[src/l15_adapter_pkg.sv]
// Shared L1.5 message codes and cache port constants, imported by every adapter module
package l15_adapter_pkg;

    // L1.5 request types
    localparam logic [4:0] L15_LOAD_RQ  = 5'b00000;
    localparam logic [4:0] L15_STORE_RQ = 5'b00001;
    localparam logic [4:0] L15_IMISS_RQ = 5'b10000;

    // L1.5 return types
    localparam logic [3:0] L15_LOAD_RET  = 4'b0000;
    localparam logic [3:0] L15_IFILL_RET = 4'b0001;
    localparam logic [3:0] L15_ST_ACK    = 4'b0100;
    localparam logic [3:0] L15_ERR_RET   = 4'b1100;

    // Message size, log2(bytes)+1
    localparam logic [2:0] MSG_SIZE_0B  = 3'd0;
    localparam logic [2:0] MSG_SIZE_1B  = 3'd1;
    localparam logic [2:0] MSG_SIZE_2B  = 3'd2;
    localparam logic [2:0] MSG_SIZE_4B  = 3'd3;
    localparam logic [2:0] MSG_SIZE_8B  = 3'd4;
    localparam logic [2:0] MSG_SIZE_16B = 3'd5;
    localparam logic [2:0] MSG_SIZE_32B = 3'd6;
    localparam logic [2:0] MSG_SIZE_64B = 3'd7;

    // Instruction fill sizes
    localparam logic [2:0] IFILL_CACHED_SIZE   = MSG_SIZE_64B; // Full line
    localparam logic [2:0] IFILL_UNCACHED_SIZE = MSG_SIZE_8B;  // One dword

    // Position of each source in the one-hot port index
    localparam int PORT_ICACHE   = 0;
    localparam int PORT_DCACHE   = 1;
    localparam int PORT_WBUF     = 2;
    localparam int PORT_UNC      = 3;
    localparam int NUM_SRC_PORTS = 4;

    // Cache memory commands
    localparam logic [1:0] MEM_READ  = 2'b00;
    localparam logic [1:0] MEM_WRITE = 2'b01;

    // L1.5 request data is a single dword
    localparam int L15_DATA_WIDTH = 64;

    // Physical address width
    localparam int PA_WIDTH = 40;

endpackage

[src/l15_req_encoder.sv]
// Translates one cache memory request into L1.5 request fields, purely combinational
`timescale 1ns/100ps

module l15_req_encoder #(
    parameter int MemDataWidth = 128,
    parameter bit SwapEndian   = 1'b1
) (
    input  logic [l15_adapter_pkg::NUM_SRC_PORTS-1:0] req_index_i,     // One-hot source port
    input  logic [1:0]                                 req_command_i,
    input  logic [l15_adapter_pkg::PA_WIDTH-1:0]       req_addr_i,
    input  logic [2:0]                                 req_size_i,      // log2 bytes
    input  logic                                       req_cacheable_i,
    input  logic [MemDataWidth-1:0]                    req_wdata_i,
    input  logic [MemDataWidth/8-1:0]                  req_wbe_i,
    output logic [4:0]                                 l15_rqtype_o,
    output logic                                       l15_nc_o,
    output logic [2:0]                                 l15_size_o,
    output logic [l15_adapter_pkg::PA_WIDTH-1:0]       l15_address_o,
    output logic [l15_adapter_pkg::L15_DATA_WIDTH-1:0] l15_data_o,
    output logic [7:0]                                 l15_be_o
);
    import l15_adapter_pkg::*;

    localparam int ByteNum  = L15_DATA_WIDTH / 8;          // Bytes per dword
    localparam int WordNum  = MemDataWidth / L15_DATA_WIDTH;
    localparam int SelWidth = (WordNum > 1) ? $clog2(WordNum) : 1;
    localparam int CntWidth = $clog2(MemDataWidth / 8) + 1;

    // Sub-dword stores are copied into the top and bottom lanes
    function automatic logic [63:0] rep_data64(input logic [63:0] data, input logic [7:0] be);
        logic [63:0] rep;
        rep = data;
        case (be)
            8'b0000_0001: {rep[63:56], rep[7:0]} = {2{data[7:0]}};
            8'b0000_0010: {rep[63:56], rep[7:0]} = {2{data[15:8]}};
            8'b0000_0100: {rep[63:56], rep[7:0]} = {2{data[23:16]}};
            8'b0000_1000: {rep[63:56], rep[7:0]} = {2{data[31:24]}};
            8'b0001_0000: {rep[63:56], rep[7:0]} = {2{data[39:32]}};
            8'b0010_0000: {rep[63:56], rep[7:0]} = {2{data[47:40]}};
            8'b0100_0000: {rep[63:56], rep[7:0]} = {2{data[55:48]}};
            8'b1000_0000: {rep[63:56], rep[7:0]} = {2{data[63:56]}};
            8'b0000_0011: {rep[63:48], rep[15:0]} = {2{data[15:0]}};
            8'b0000_1100: {rep[63:48], rep[15:0]} = {2{data[31:16]}};
            8'b0011_0000: {rep[63:48], rep[15:0]} = {2{data[47:32]}};
            8'b1100_0000: {rep[63:48], rep[15:0]} = {2{data[63:48]}};
            8'b0000_1111: rep = {2{data[31:0]}};
            8'b1111_0000: rep = {2{data[63:32]}};
            default: ;                                      // Full dword as is
        endcase
        return rep;
    endfunction

    logic                   req_is_ifill;
    logic                   req_is_load;
    logic                   req_is_wbuf_st;
    logic [CntWidth-1:0]    num_ones;
    logic [2:0]             wt_size;
    logic [ByteNum-1:0]     be_fold;      // Byte mask OR-ed down to one dword
    logic [2:0]             first_one;
    logic [SelWidth-1:0]    word_sel;
    logic [63:0]            dword;
    logic [63:0]            dword_swap;
    logic [7:0]             be_swap;

    // Classification from port and command
    assign req_is_ifill   = req_index_i[PORT_ICACHE];
    assign req_is_load    = (req_index_i[PORT_DCACHE] | req_index_i[PORT_UNC])
                          & (req_command_i == MEM_READ);
    assign req_is_wbuf_st = req_index_i[PORT_WBUF] & (req_command_i == MEM_WRITE);

    assign l15_rqtype_o = req_is_ifill ? L15_IMISS_RQ :
                          req_is_load  ? L15_LOAD_RQ  : L15_STORE_RQ; // Store is what remains
    assign l15_nc_o     = ~req_cacheable_i;

    assign num_ones = CntWidth'($countones(req_wbe_i));

    // Size code of a power-of-two byte count
    always_comb begin
        wt_size = MSG_SIZE_64B;                             // Odd counts fall back here
        if (num_ones == '0) wt_size = MSG_SIZE_0B;
        for (int k = 0; k < 7; k++) begin
            if (int'(num_ones) == (1 << k)) wt_size = 3'(k + 1);
        end
    end

    assign l15_size_o = req_is_ifill   ? (req_cacheable_i ? IFILL_CACHED_SIZE
                                                          : IFILL_UNCACHED_SIZE) :
                        req_is_wbuf_st ? wt_size :
                                         req_size_i + 3'd1;

    always_comb begin
        be_fold = '0;
        for (int i = 0; i < WordNum; i++) be_fold |= req_wbe_i[i*ByteNum +: ByteNum];
    end

    // Lowest set byte, scanned downward so the last hit wins
    always_comb begin
        first_one = '0;
        for (int i = ByteNum - 1; i >= 0; i--) begin
            if (be_fold[i]) first_one = 3'(i);
        end
    end

    assign l15_address_o = req_is_wbuf_st ? {req_addr_i[PA_WIDTH-1:3], first_one} : req_addr_i;

    // Dword picked by the address
    assign word_sel = req_addr_i[3 +: SelWidth];
    always_comb begin
        dword = req_wdata_i[63:0];
        for (int i = 1; i < WordNum; i++) begin
            if (int'(word_sel) == i) dword = req_wdata_i[i*64 +: 64];
        end
    end

    // OpenPiton is big endian
    always_comb begin
        for (int i = 0; i < 8; i++) begin
            dword_swap[i*8 +: 8] = dword[56 - i*8 +: 8];
            be_swap[7 - i]       = be_fold[i];
        end
    end

    assign l15_data_o = SwapEndian ? rep_data64(dword_swap, be_swap) : dword;
    assign l15_be_o   = SwapEndian ? be_swap : be_fold;

endmodule

[src/l15_tid_pool.sv]
// Free list of L1.5 thread ids, full of every id at reset, popped on accept and refilled on return
`timescale 1ns/100ps

module l15_tid_pool #(
    parameter int TidWidth = 2
) (
    input  logic                clk_i,
    input  logic                rst_ni,
    input  logic                push_i,      // Return acked
    input  logic [TidWidth-1:0] push_tid_i,
    input  logic                pop_i,       // Request accepted
    output logic                avail_o,
    output logic [TidWidth-1:0] tid_o
);

    localparam int Depth = 2 ** TidWidth;

    logic [TidWidth-1:0] mem_q [Depth];
    logic [TidWidth-1:0] rptr_q;             // Wraps on its own
    logic [TidWidth-1:0] wptr_q;
    logic [TidWidth:0]   count_q;
    logic                do_push;
    logic                do_pop;

    assign avail_o = (count_q != '0);
    assign tid_o   = mem_q[rptr_q];          // Head of the list

    assign do_pop  = pop_i & avail_o;
    assign do_push = push_i & (count_q != (TidWidth + 1)'(Depth)); // Never full in practice

    always_ff @(posedge clk_i or negedge rst_ni) begin
        if (!rst_ni) begin
            for (int i = 0; i < Depth; i++) begin
                mem_q[i] <= TidWidth'(i);    // Ids in ascending order
            end
            rptr_q  <= '0;
            wptr_q  <= '0;
            count_q <= (TidWidth + 1)'(Depth);
        end else begin
            if (do_push) begin
                mem_q[wptr_q] <= push_tid_i;
                wptr_q        <= wptr_q + 1'b1;
            end
            if (do_pop) rptr_q <= rptr_q + 1'b1;
            case ({do_push, do_pop})
                2'b10:   count_q <= count_q + 1'b1;
                2'b01:   count_q <= count_q - 1'b1;
                default: ;                   // Both or neither
            endcase
        end
    end

endmodule

[src/l15_req_fsm.sv]
// Request handshake FSM, raises val until header_ack then waits for ack to accept the request
`timescale 1ns/100ps

module l15_req_fsm (
    input  logic clk_i,
    input  logic rst_ni,
    input  logic req_valid_i,
    input  logic tid_avail_i,
    input  logic l15_header_ack_i,
    input  logic l15_ack_i,
    output logic l15_val_o,
    output logic req_ready_o,
    output logic accept_o       // Pop the tid and write the table
);

    typedef enum logic [1:0] {
        IDLE,
        WAIT_HEADER,
        WAIT_ACK
    } state_e;

    state_e state_q;
    state_e state_d;
    logic   accept;

    always_comb begin
        state_d   = state_q;
        l15_val_o = 1'b0;
        accept    = 1'b0;
        case (state_q)
            IDLE: begin
                if (req_valid_i && tid_avail_i) begin
                    l15_val_o = 1'b1;
                    if (l15_header_ack_i && l15_ack_i) begin
                        accept = 1'b1;              // Both acks at once
                    end else if (l15_header_ack_i) begin
                        state_d = WAIT_ACK;
                    end else begin
                        state_d = WAIT_HEADER;
                    end
                end
            end
            WAIT_HEADER: begin
                l15_val_o = 1'b1;                   // Held until header is taken
                if (req_valid_i && l15_header_ack_i) begin
                    if (l15_ack_i) begin
                        accept  = 1'b1;
                        state_d = IDLE;
                    end else begin
                        state_d = WAIT_ACK;
                    end
                end
            end
            WAIT_ACK: begin
                // val low, request fields stay put
                if (req_valid_i && l15_ack_i) begin
                    accept  = 1'b1;
                    state_d = IDLE;
                end
            end
            default: state_d = IDLE;
        endcase
    end

    assign req_ready_o = accept;
    assign accept_o    = accept;

    always_ff @(posedge clk_i or negedge rst_ni) begin
        if (!rst_ni) state_q <= IDLE;
        else         state_q <= state_d;
    end

endmodule

[src/l15_resp_router.sv]
// Return path, restores requester id and port from a per-thread table and swaps return data
`timescale 1ns/100ps

module l15_resp_router #(
    parameter int TidWidth     = 2,
    parameter int MemIdWidth   = 4,
    parameter int PortIdWidth  = 3,
    parameter int MemDataWidth = 128,
    parameter bit SwapEndian   = 1'b1
) (
    input  logic                    clk_i,
    input  logic                    rst_ni,
    input  logic                    accept_i,
    input  logic [TidWidth-1:0]     accept_tid_i,
    input  logic [MemIdWidth-1:0]   req_id_i,
    input  logic [PortIdWidth-1:0]  req_pid_i,
    input  logic                    rtrn_val_i,
    input  logic [3:0]              rtrn_returntype_i,
    input  logic [TidWidth-1:0]     rtrn_threadid_i,
    input  logic [MemDataWidth-1:0] rtrn_data_i,
    input  logic                    resp_ready_i,
    output logic                    resp_valid_o,
    output logic [PortIdWidth-1:0]  resp_pid_o,
    output logic [MemIdWidth-1:0]   resp_id_o,
    output logic [MemDataWidth-1:0] resp_data_o,
    output logic                    resp_error_o,
    output logic                    l15_req_ack_o,
    output logic                    free_o          // Tid goes back to the pool
);
    import l15_adapter_pkg::*;

    localparam int Depth   = 2 ** TidWidth;
    localparam int WordNum = MemDataWidth / L15_DATA_WIDTH;

    logic [MemIdWidth-1:0]  id_q  [Depth];
    logic [PortIdWidth-1:0] pid_q [Depth];

    // Table written when the L1.5 accepts the request
    always_ff @(posedge clk_i or negedge rst_ni) begin
        if (!rst_ni) begin
            for (int i = 0; i < Depth; i++) begin
                id_q[i]  <= '0;
                pid_q[i] <= '0;
            end
        end else if (accept_i) begin
            id_q[accept_tid_i]  <= req_id_i;
            pid_q[accept_tid_i] <= req_pid_i;
        end
    end

    assign resp_valid_o  = rtrn_val_i;
    assign resp_id_o     = id_q[rtrn_threadid_i];   // Same-cycle lookup
    assign resp_pid_o    = pid_q[rtrn_threadid_i];
    assign resp_error_o  = (rtrn_returntype_i == L15_ERR_RET);
    assign l15_req_ack_o = rtrn_val_i & resp_ready_i; // Held off under back-pressure
    assign free_o        = rtrn_val_i & resp_ready_i;

    // Byte reverse within each dword
    always_comb begin
        resp_data_o = rtrn_data_i;
        if (SwapEndian) begin
            for (int w = 0; w < WordNum; w++) begin
                for (int b = 0; b < 8; b++) begin
                    resp_data_o[w*64 + b*8 +: 8] = rtrn_data_i[w*64 + 56 - b*8 +: 8];
                end
            end
        end
    end

endmodule

[src/hpdc_l15_adapter.sv]
// Top of the cache to L1.5 adapter, connects encoder, tid pool, handshake FSM and return router
`timescale 1ns/100ps

module hpdc_l15_adapter #(
    parameter int TidWidth     = 2,
    parameter int MemIdWidth   = 4,
    parameter int PortIdWidth  = 3,
    parameter int MemDataWidth = 128,
    parameter bit SwapEndian   = 1'b1
) (
    input  logic                                       clk_i,
    input  logic                                       rst_ni,
    // Cache request side
    input  logic                                       req_valid_i,
    input  logic [l15_adapter_pkg::NUM_SRC_PORTS-1:0] req_index_i,
    input  logic [1:0]                                 req_command_i,
    input  logic [l15_adapter_pkg::PA_WIDTH-1:0]       req_addr_i,
    input  logic [2:0]                                 req_size_i,
    input  logic                                       req_cacheable_i,
    input  logic [MemIdWidth-1:0]                      req_id_i,
    input  logic [PortIdWidth-1:0]                     req_pid_i,
    input  logic [MemDataWidth-1:0]                    req_wdata_i,
    input  logic [MemDataWidth/8-1:0]                  req_wbe_i,
    output logic                                       req_ready_o,
    // Cache response side
    input  logic                                       resp_ready_i,
    output logic                                       resp_valid_o,
    output logic [PortIdWidth-1:0]                     resp_pid_o,
    output logic [MemIdWidth-1:0]                      resp_id_o,
    output logic [MemDataWidth-1:0]                    resp_data_o,
    output logic                                       resp_error_o,
    // L1.5 request
    output logic                                       l15_val_o,
    output logic [4:0]                                 l15_rqtype_o,
    output logic                                       l15_nc_o,
    output logic [2:0]                                 l15_size_o,
    output logic [TidWidth-1:0]                        l15_threadid_o,
    output logic [l15_adapter_pkg::PA_WIDTH-1:0]       l15_address_o,
    output logic [l15_adapter_pkg::L15_DATA_WIDTH-1:0] l15_data_o,
    output logic [7:0]                                 l15_be_o,
    output logic                                       l15_req_ack_o,
    input  logic                                       l15_header_ack_i,
    input  logic                                       l15_ack_i,
    // L1.5 return
    input  logic                                       rtrn_val_i,
    input  logic [3:0]                                 rtrn_returntype_i,
    input  logic [TidWidth-1:0]                        rtrn_threadid_i,
    input  logic [MemDataWidth-1:0]                    rtrn_data_i
);

    logic tid_avail;
    logic accept;     // Request taken by the L1.5
    logic tid_free;   // Return acked

    l15_req_encoder #(
        .MemDataWidth(MemDataWidth),
        .SwapEndian  (SwapEndian)
    ) l15_req_encoder_i (
        .req_index_i, .req_command_i, .req_addr_i, .req_size_i, .req_cacheable_i,
        .req_wdata_i, .req_wbe_i,
        .l15_rqtype_o, .l15_nc_o, .l15_size_o, .l15_address_o, .l15_data_o, .l15_be_o
    );

    l15_tid_pool #(
        .TidWidth(TidWidth)
    ) l15_tid_pool_i (
        .clk_i, .rst_ni,
        .push_i    (tid_free),
        .push_tid_i(rtrn_threadid_i),
        .pop_i     (accept),
        .avail_o   (tid_avail),
        .tid_o     (l15_threadid_o)
    );

    l15_req_fsm l15_req_fsm_i (
        .clk_i, .rst_ni, .req_valid_i,
        .tid_avail_i(tid_avail),
        .l15_header_ack_i, .l15_ack_i, .l15_val_o, .req_ready_o,
        .accept_o   (accept)
    );

    l15_resp_router #(
        .TidWidth    (TidWidth),
        .MemIdWidth  (MemIdWidth),
        .PortIdWidth (PortIdWidth),
        .MemDataWidth(MemDataWidth),
        .SwapEndian  (SwapEndian)
    ) l15_resp_router_i (
        .clk_i, .rst_ni,
        .accept_i    (accept),
        .accept_tid_i(l15_threadid_o),  // Tid at the pool head
        .req_id_i, .req_pid_i,
        .rtrn_val_i, .rtrn_returntype_i, .rtrn_threadid_i, .rtrn_data_i, .resp_ready_i,
        .resp_valid_o, .resp_pid_o, .resp_id_o, .resp_data_o, .resp_error_o, .l15_req_ack_o,
        .free_o      (tid_free)
    );

endmodule

[config.mk]
export PLATFORM = sky130hd
export DESIGN_NAME = hpdc_l15_adapter
export DESIGN_NICKNAME = d
export VERILOG_FILES = /design/src/l15_adapter_pkg.sv /design/src/l15_req_encoder.sv /design/src/l15_tid_pool.sv /design/src/l15_req_fsm.sv /design/src/l15_resp_router.sv /design/src/hpdc_l15_adapter.sv
export SDC_FILE = /design/constraint.sdc
export NUM_CORES = 1
export LEC_CHECK = 0
export ABC_AREA = 1
export BUFFER_PORTS_ARGS = -buffer_cell sky130_fd_sc_hd__buf_2
export CAP_MARGIN = 20
export CORE_AREA = 2 2 236 238
export DETAILED_ROUTE_END_ITERATION = 10
export DIE_AREA = 0 0 238 240
export SYNTH_ARGS = -nofsm -noshare
export SYNTH_HDL_FRONTEND = slang
export SYNTH_HIERARCHICAL = 1
export SYNTH_SLANG_ARGS = --single-unit
[constraint.sdc]
create_clock -name clk_i -period 4.7 [get_ports clk_i]
set_clock_uncertainty 0.05 [all_clocks]
set_input_delay 0.235 -clock clk_i [delete_from_list [all_inputs] [get_ports clk_i]]
set_output_delay 0.235 -clock clk_i [all_outputs]
set_load 0.02 [all_outputs]
# Word level (Yosys, flattened, before mapping)
# Cells that the tools add are included.
dict set report word_totals {
  reg_bits 45
  input_bits 342
  out_inout_bits 263
  wordCells 164
}
dict set report op_classes {
  n_addsub 20
  n_lt_le_gt_ge 6
  n_eq_ne 30
  muxes 60
  bitwise 12
  n_reduce_logical 20
}
# operator n
set op_table {}
lappend op_table {{$pmux 8 s7} 2}
lappend op_table {{$mux 64} 1}
lappend op_table {{$pmux 32 s2} 1}
lappend op_table {{$mux 3} 20}
lappend op_table {{$pmux 8 s3} 2}
lappend op_table {{$add 5x5->5} 7}
lappend op_table {{$eq 8x4->1 const B} 3}
lappend op_table {{$eq 8x8->1 const B} 3}
lappend op_table {{$mux 2} 10}
lappend op_table {{$add 1x1->2} 8}
lappend op_table {{$bwmux 16} 1}
lappend op_table {{$eq 8x2->1 const B} 2}
lappend op_table {{$eq 8x6->1 const B} 2}
lappend op_table {{$bwmux 12} 1}
lappend op_table {{$ge 3x3->1 const B} 4}
lappend op_table {{$mux 4} 3}
lappend op_table {{$not 2->3} 4}
lappend op_table {{$reduce_or 2->1} 6}
lappend op_table {{$eq 5x5->1 const B} 2}
lappend op_table {{$bmux 4 s2} 1}
lappend op_table {{$bwmux 8} 1}
lappend op_table {{$demux 4 s2} 1}
lappend op_table {{$eq 8x1->1 const B} 1}
lappend op_table {{$eq 8x3->1 const B} 1}
lappend op_table {{other kinds (36)} 61}

# Longest topological paths before layout
dict set report depth {
  depth_word 13
  depth_mapped 20
  mapped_depth_nobuf 20
}

# By module
# Netlist, hierarchy kept.
# module instances cells_per_inst area_per_inst_um2 seq_area_each_um2
set modules_own_cells {}
lappend modules_own_cells {l15_req_encoder 1 790 4056.4 0.0}
lappend modules_own_cells {l15_resp_router 1 342 2562.5 700.7}
lappend modules_own_cells {l15_tid_pool 1 103 833.3 381.6}
lappend modules_own_cells {l15_req_fsm 1 30 173.9 50.0}

# Worst setup path before layout
# No wires, ideal clock.
dict set report synth_path {
  path_type {input to output}
  startpoint {input port req_wbe_i[5]}
  endpoint {output port l15_size_o[2]}
  arrival_ns 3.850
  required_time_ns 4.415
  slack_ns 0.565
  cell_stages 18
  n_path_buf 0
  path_cell_list {inv_1 fa_1 inv_1 fa_1 fa_1 inv_1 fa_1 inv_1 ha_1 inv_1 fa_1 inv_1 nor2_1 inv_1 nor2_1 nand4_1 nand3_1 o21ai_0}
}
dict set report synth_via {
  elab_chain_cells 13
  word_cells_on_any_way 18
  cone_classes {4 x add/sub; 5 x eq/ne; 8 x mux; 1 x reduce/logical}
}
# item line_no
set synth_lines {}
lappend synth_lines {{from (decl)} hpdc_l15_adapter.sv:23} ;# input logic [MemDataWidth/8-1:0] req_wbe_i,
lappend synth_lines {{$add 1x1->2 (implied by the code) *} l15_req_encoder.sv:75} ;# assign num_ones = CntWidth'($countones(req_wbe_i));
lappend synth_lines {{$add 5x5->5 (implied by the code) * (3 in a row)} l15_req_encoder.sv:75}
lappend synth_lines {{$logic_not 5->1} l15_req_encoder.sv:80} ;# if (num_ones == '0) wt_size = MSG_SIZE_0B;
lappend synth_lines {{$mux 3} l15_req_encoder.sv:80}
lappend synth_lines {{$mux 3 (4 in a row)} l15_req_encoder.sv:82} ;# if (int'(num_ones) == (1 << k)) wt_size = 3'(k + 1);
lappend synth_lines {{$mux 3 *} l15_req_encoder.sv:82}
lappend synth_lines {{$mux 3 *} l15_req_encoder.sv:88} ;# req_is_wbuf_st ? wt_size :
lappend synth_lines {{$mux 3 *} l15_req_encoder.sv:86} ;# assign l15_size_o = req_is_ifill ? (req_cacheable_i ? IFILL_CACHED_SIZE
lappend synth_lines {{to (decl)} hpdc_l15_adapter.sv:36} ;# output logic [2:0] l15_size_o,
# Mark *: on every way between the ends. The rest lies on a longest branch, timed or not.

# Worst setup path in the final report
dict set report layout_path {
  startpoint {input port req_wbe_i[5]}
  endpoint {output port l15_size_o[1]}
}
# The elaborated chain is that of the path after synthesis.

==> impl_metrics.tcl <==
set metrics [dict create \
    synth_compound_area_share_pct 7.24 \
    hold_viol_final 19 \
    violations "negative hold slack" \
    ff_latch_area_sq_um 1130 \
    grt_max_degree 66 \
    r2r_start "l15_tid_pool_i/count_q[2]" \
    maxSlewHeadroom_pct 37.3 \
    crit_path_top_delay_cell "fa_1" \
    critPathLaunchType "input pin" \
    drc_errors 0 \
    worst_r2r_endpoint "l15_tid_pool_i/count_q[2]" \
    min_period_ns 4.45 \
    path_delay_family "adder cells" \
    ys_seq_area_share_pct 14.8 \
    synth_area_per_cell_sq_um 6.03 \
    crit_required_ns 4.41 \
    min_period_over_period_pct 94.7 \
    vias_per_cell 4.07 \
    tightest_slew_ns 0.937 \
    cp_max_fo 3 \
    ant_nets 0 \
    power_mw 2.65 \
    post_cts_buffers 0 \
    rows 86 \
    nFillCells 6442 \
    hold_path_class "in2async" \
    multi_input_area_sq_um 4520 \
    hold-worst-slack_ns -0.0175 \
    grtUsageTotal_pct 12.2 \
    io_buffers 273 \
    hpwlAfterDp_um 30300 \
    grt_pass1_vias 7779 \
    ios 605 \
    cts.path.max_buffers 2 \
    path_depth 22 \
    synthMuxAreaShare_pct 2.46 \
    grt_pass1_wl_um 51400 \
    drt-total-wl_um 36700 \
    die_y_um 240 \
    p_per_area_nw_per_um2 308 \
    p_leak_nw 4.74 \
    start_util_pct 14.0 \
    nets 1710 \
    ir_drop_mv 0.280 \
    drv_cap 0 \
    insertion_delay_ns 0.29 \
    ys_warn_count 6 \
    die_w_um 238 \
    rsz0062_at_grt "no" \
    die-area_sq_um 57100 \
    yosysTopAreaCell "nand2_1" \
    synth_top_cells_by_count "nand2_1 (492), buf_4 (177), inv_1 (110), nand3_1 (100), nand4_1 (59)" \
    crit_type "in2out" \
    numCtsBuffers 5 \
    synthXorXnorAreaFrac_pct 0.230 \
    crit_top_cell "inv_1" \
    status "finished, violations left" \
    tns_ns 0 \
    end_kind "primary output" \
    path_buf_inv 9 \
    rrSetupSlack_ns 2.42 \
    drive_above_1_share_pct 29.6 \
    synth_top_family_by_area "simple AND/OR/NAND/NOR gates" \
    antenna_found_initial 3 \
    cts_tree "done" \
    syn_inst 1265 \
    synth_top_area_share_pct 24.2 \
    synth_cell_type_count 42 \
    area_delta_synth_final_pct 12.6 \
    setup_viol 0 \
    wl_per_cell_um 17.9 \
    routabilityCongestion 0.928 \
    synth-edff-count 0 \
    synthAdderAreaFrac_pct 4.69 \
    synthSimpleGateAreaFrac_pct 44.5 \
    tritoncts_num_sinks 45 \
    synth_ff_type "dfrtp_1" \
    syn_area_sq_um 7630 \
    cp_cell_sequence "buf_2 > inv_1 > fa_1 > inv_1 > fa_1 > fa_1 > inv_1 > fa_1 > inv_1 > ha_1 > inv_1 > fa_1 > inv_1 > nor2_1 > inv_1 > nor2_2 > nand4_1 > nand3_1 > nand2_1 > nand2_1 > nand2_1 > buf_2" \
    clock.fmax_mhz 225 \
    overflow 0 \
    slowest_delay_ns 0.54 \
    cts-root-buf "clkbuf_16" \
    clkTransAtPathRegs_ns 0.06 \
    core-area_sq_um 54700 \
    first_pass_iters 5 \
    vias 8348 \
    async_flop_share_pct 100 \
    drt_iter0_drc 497 \
    synth.most_common_cell "nand2_1" \
    critPathArrivalTime_ns 4.17 \
    htreeDepth 2 \
    final_max_slew_viol_count 0 \
    reg2reg_depth 13 \
    yosys-top-cells-area "nand2_1 (24%), buf_4 (17%), dfrtp_1 (13%)" \
    synth-seq-cells 45 \
]
## cell type report
cell class	count	area share, %
flip-flops and latches	45	13.2
diodes	1	0.0291
multi-input cells	893	52.6
repair buffers	280	16.7
inverters	121	5.35
clock buffers	5	1.46
well taps	704	10.3
clock inverters	2	0.408
## routing by layer
| layer | routed length [um] | GRT usage [%] |
|---|---|---|
| met2 | 16600 | 20.9 |
| met3 | 3880 | 3.90 |
| met1 | 13600 | 12.8 |
| met4 | 2560 | 7.94 |
| met5 | 49 | 0.606 |
## state kept, by name (all words and copies together) (netlist names)
register,flops
l15_resp_router_i/id_q,16
l15_tid_pool_i/mem_q,8
l15_tid_pool_i/count_q,3
l15_tid_pool_i/wptr_q,2
l15_req_fsm_i/state_q,2
l15_resp_router_i/pid_q,12
l15_tid_pool_i/rptr_q,2
## report_power, final
group	internal [mW]	switching [mW]	leakage, nW	total, mW
Clock	0.247	0.146	0.0797	0.393
Combinational	0.522	1.05	4.10	1.57
Sequential	0.573	0.114	0.560	0.686
Total	1.34	1.31	4.74	2.65
## timing repair
action	in CTS	in global routing
hold buffers	0	0
gates resized for setup	0	1
setup endpoints to repair	0	3
## layout by cell type, fill, tap and decap left out, types with 18 or more instances in the layout
master,count
inv_1,110
nand2_2,21
nand2_1,492
nor2_1,40
nand3_1,100
o21ai_0,42
buf_2,273
nand4_1,59
o21ai_2,23
dfrtp_1,40
a21oi_1,18
## cells by family (layout without fill, tap and decap cells)
kind of cell | count (synthesis) | after routing
AO/OA/AOI/OAI | 90 | 90
multiplexers | 14 | 14
AND/OR/NAND/NOR | 762 | 762
XOR/XNOR | 2 | 2
buffers and inverters | 329 | 408
adder cells (fa/ha/maj) | 22 | 22
other | 1 | 4
flip-flops | 45 | 45
## how the worst max path moves through the flow
stage / start / to / slack, ns
floorplan: req_wbe_i[5] / l15_size_o[2] / 0.56
global placement: req_wbe_i[5] / l15_size_o[0] / 0.21
detailed placement: req_wbe_i[5] / l15_size_o[1] / 0.22
CTS: req_wbe_i[5] / l15_size_o[1] / 0.18
global route: req_wbe_i[5] / l15_size_o[0] / 0.01
finish: req_wbe_i[5] / l15_size_o[1] / 0.25
## through the flow
stage	setup slack, ns	util, %	instances	hold slack (ns)	instance area (sq um)
2_1_floorplan	0.565	-	1267	-0.111	7630
3_3_place_gp	0.213	15.4	2043	0.315	8420
3_5_place_dp	0.224	15.4	2043	0.315	8420
4_1_cts	0.182	15.7	2050	0.00717	8580
5_1_grt	0.0127	15.7	2050	0.0342	8580
6_report	0.248	15.7	2051	-0.0175	8590
Note: power is estimated with default switching activity, not from simulation.
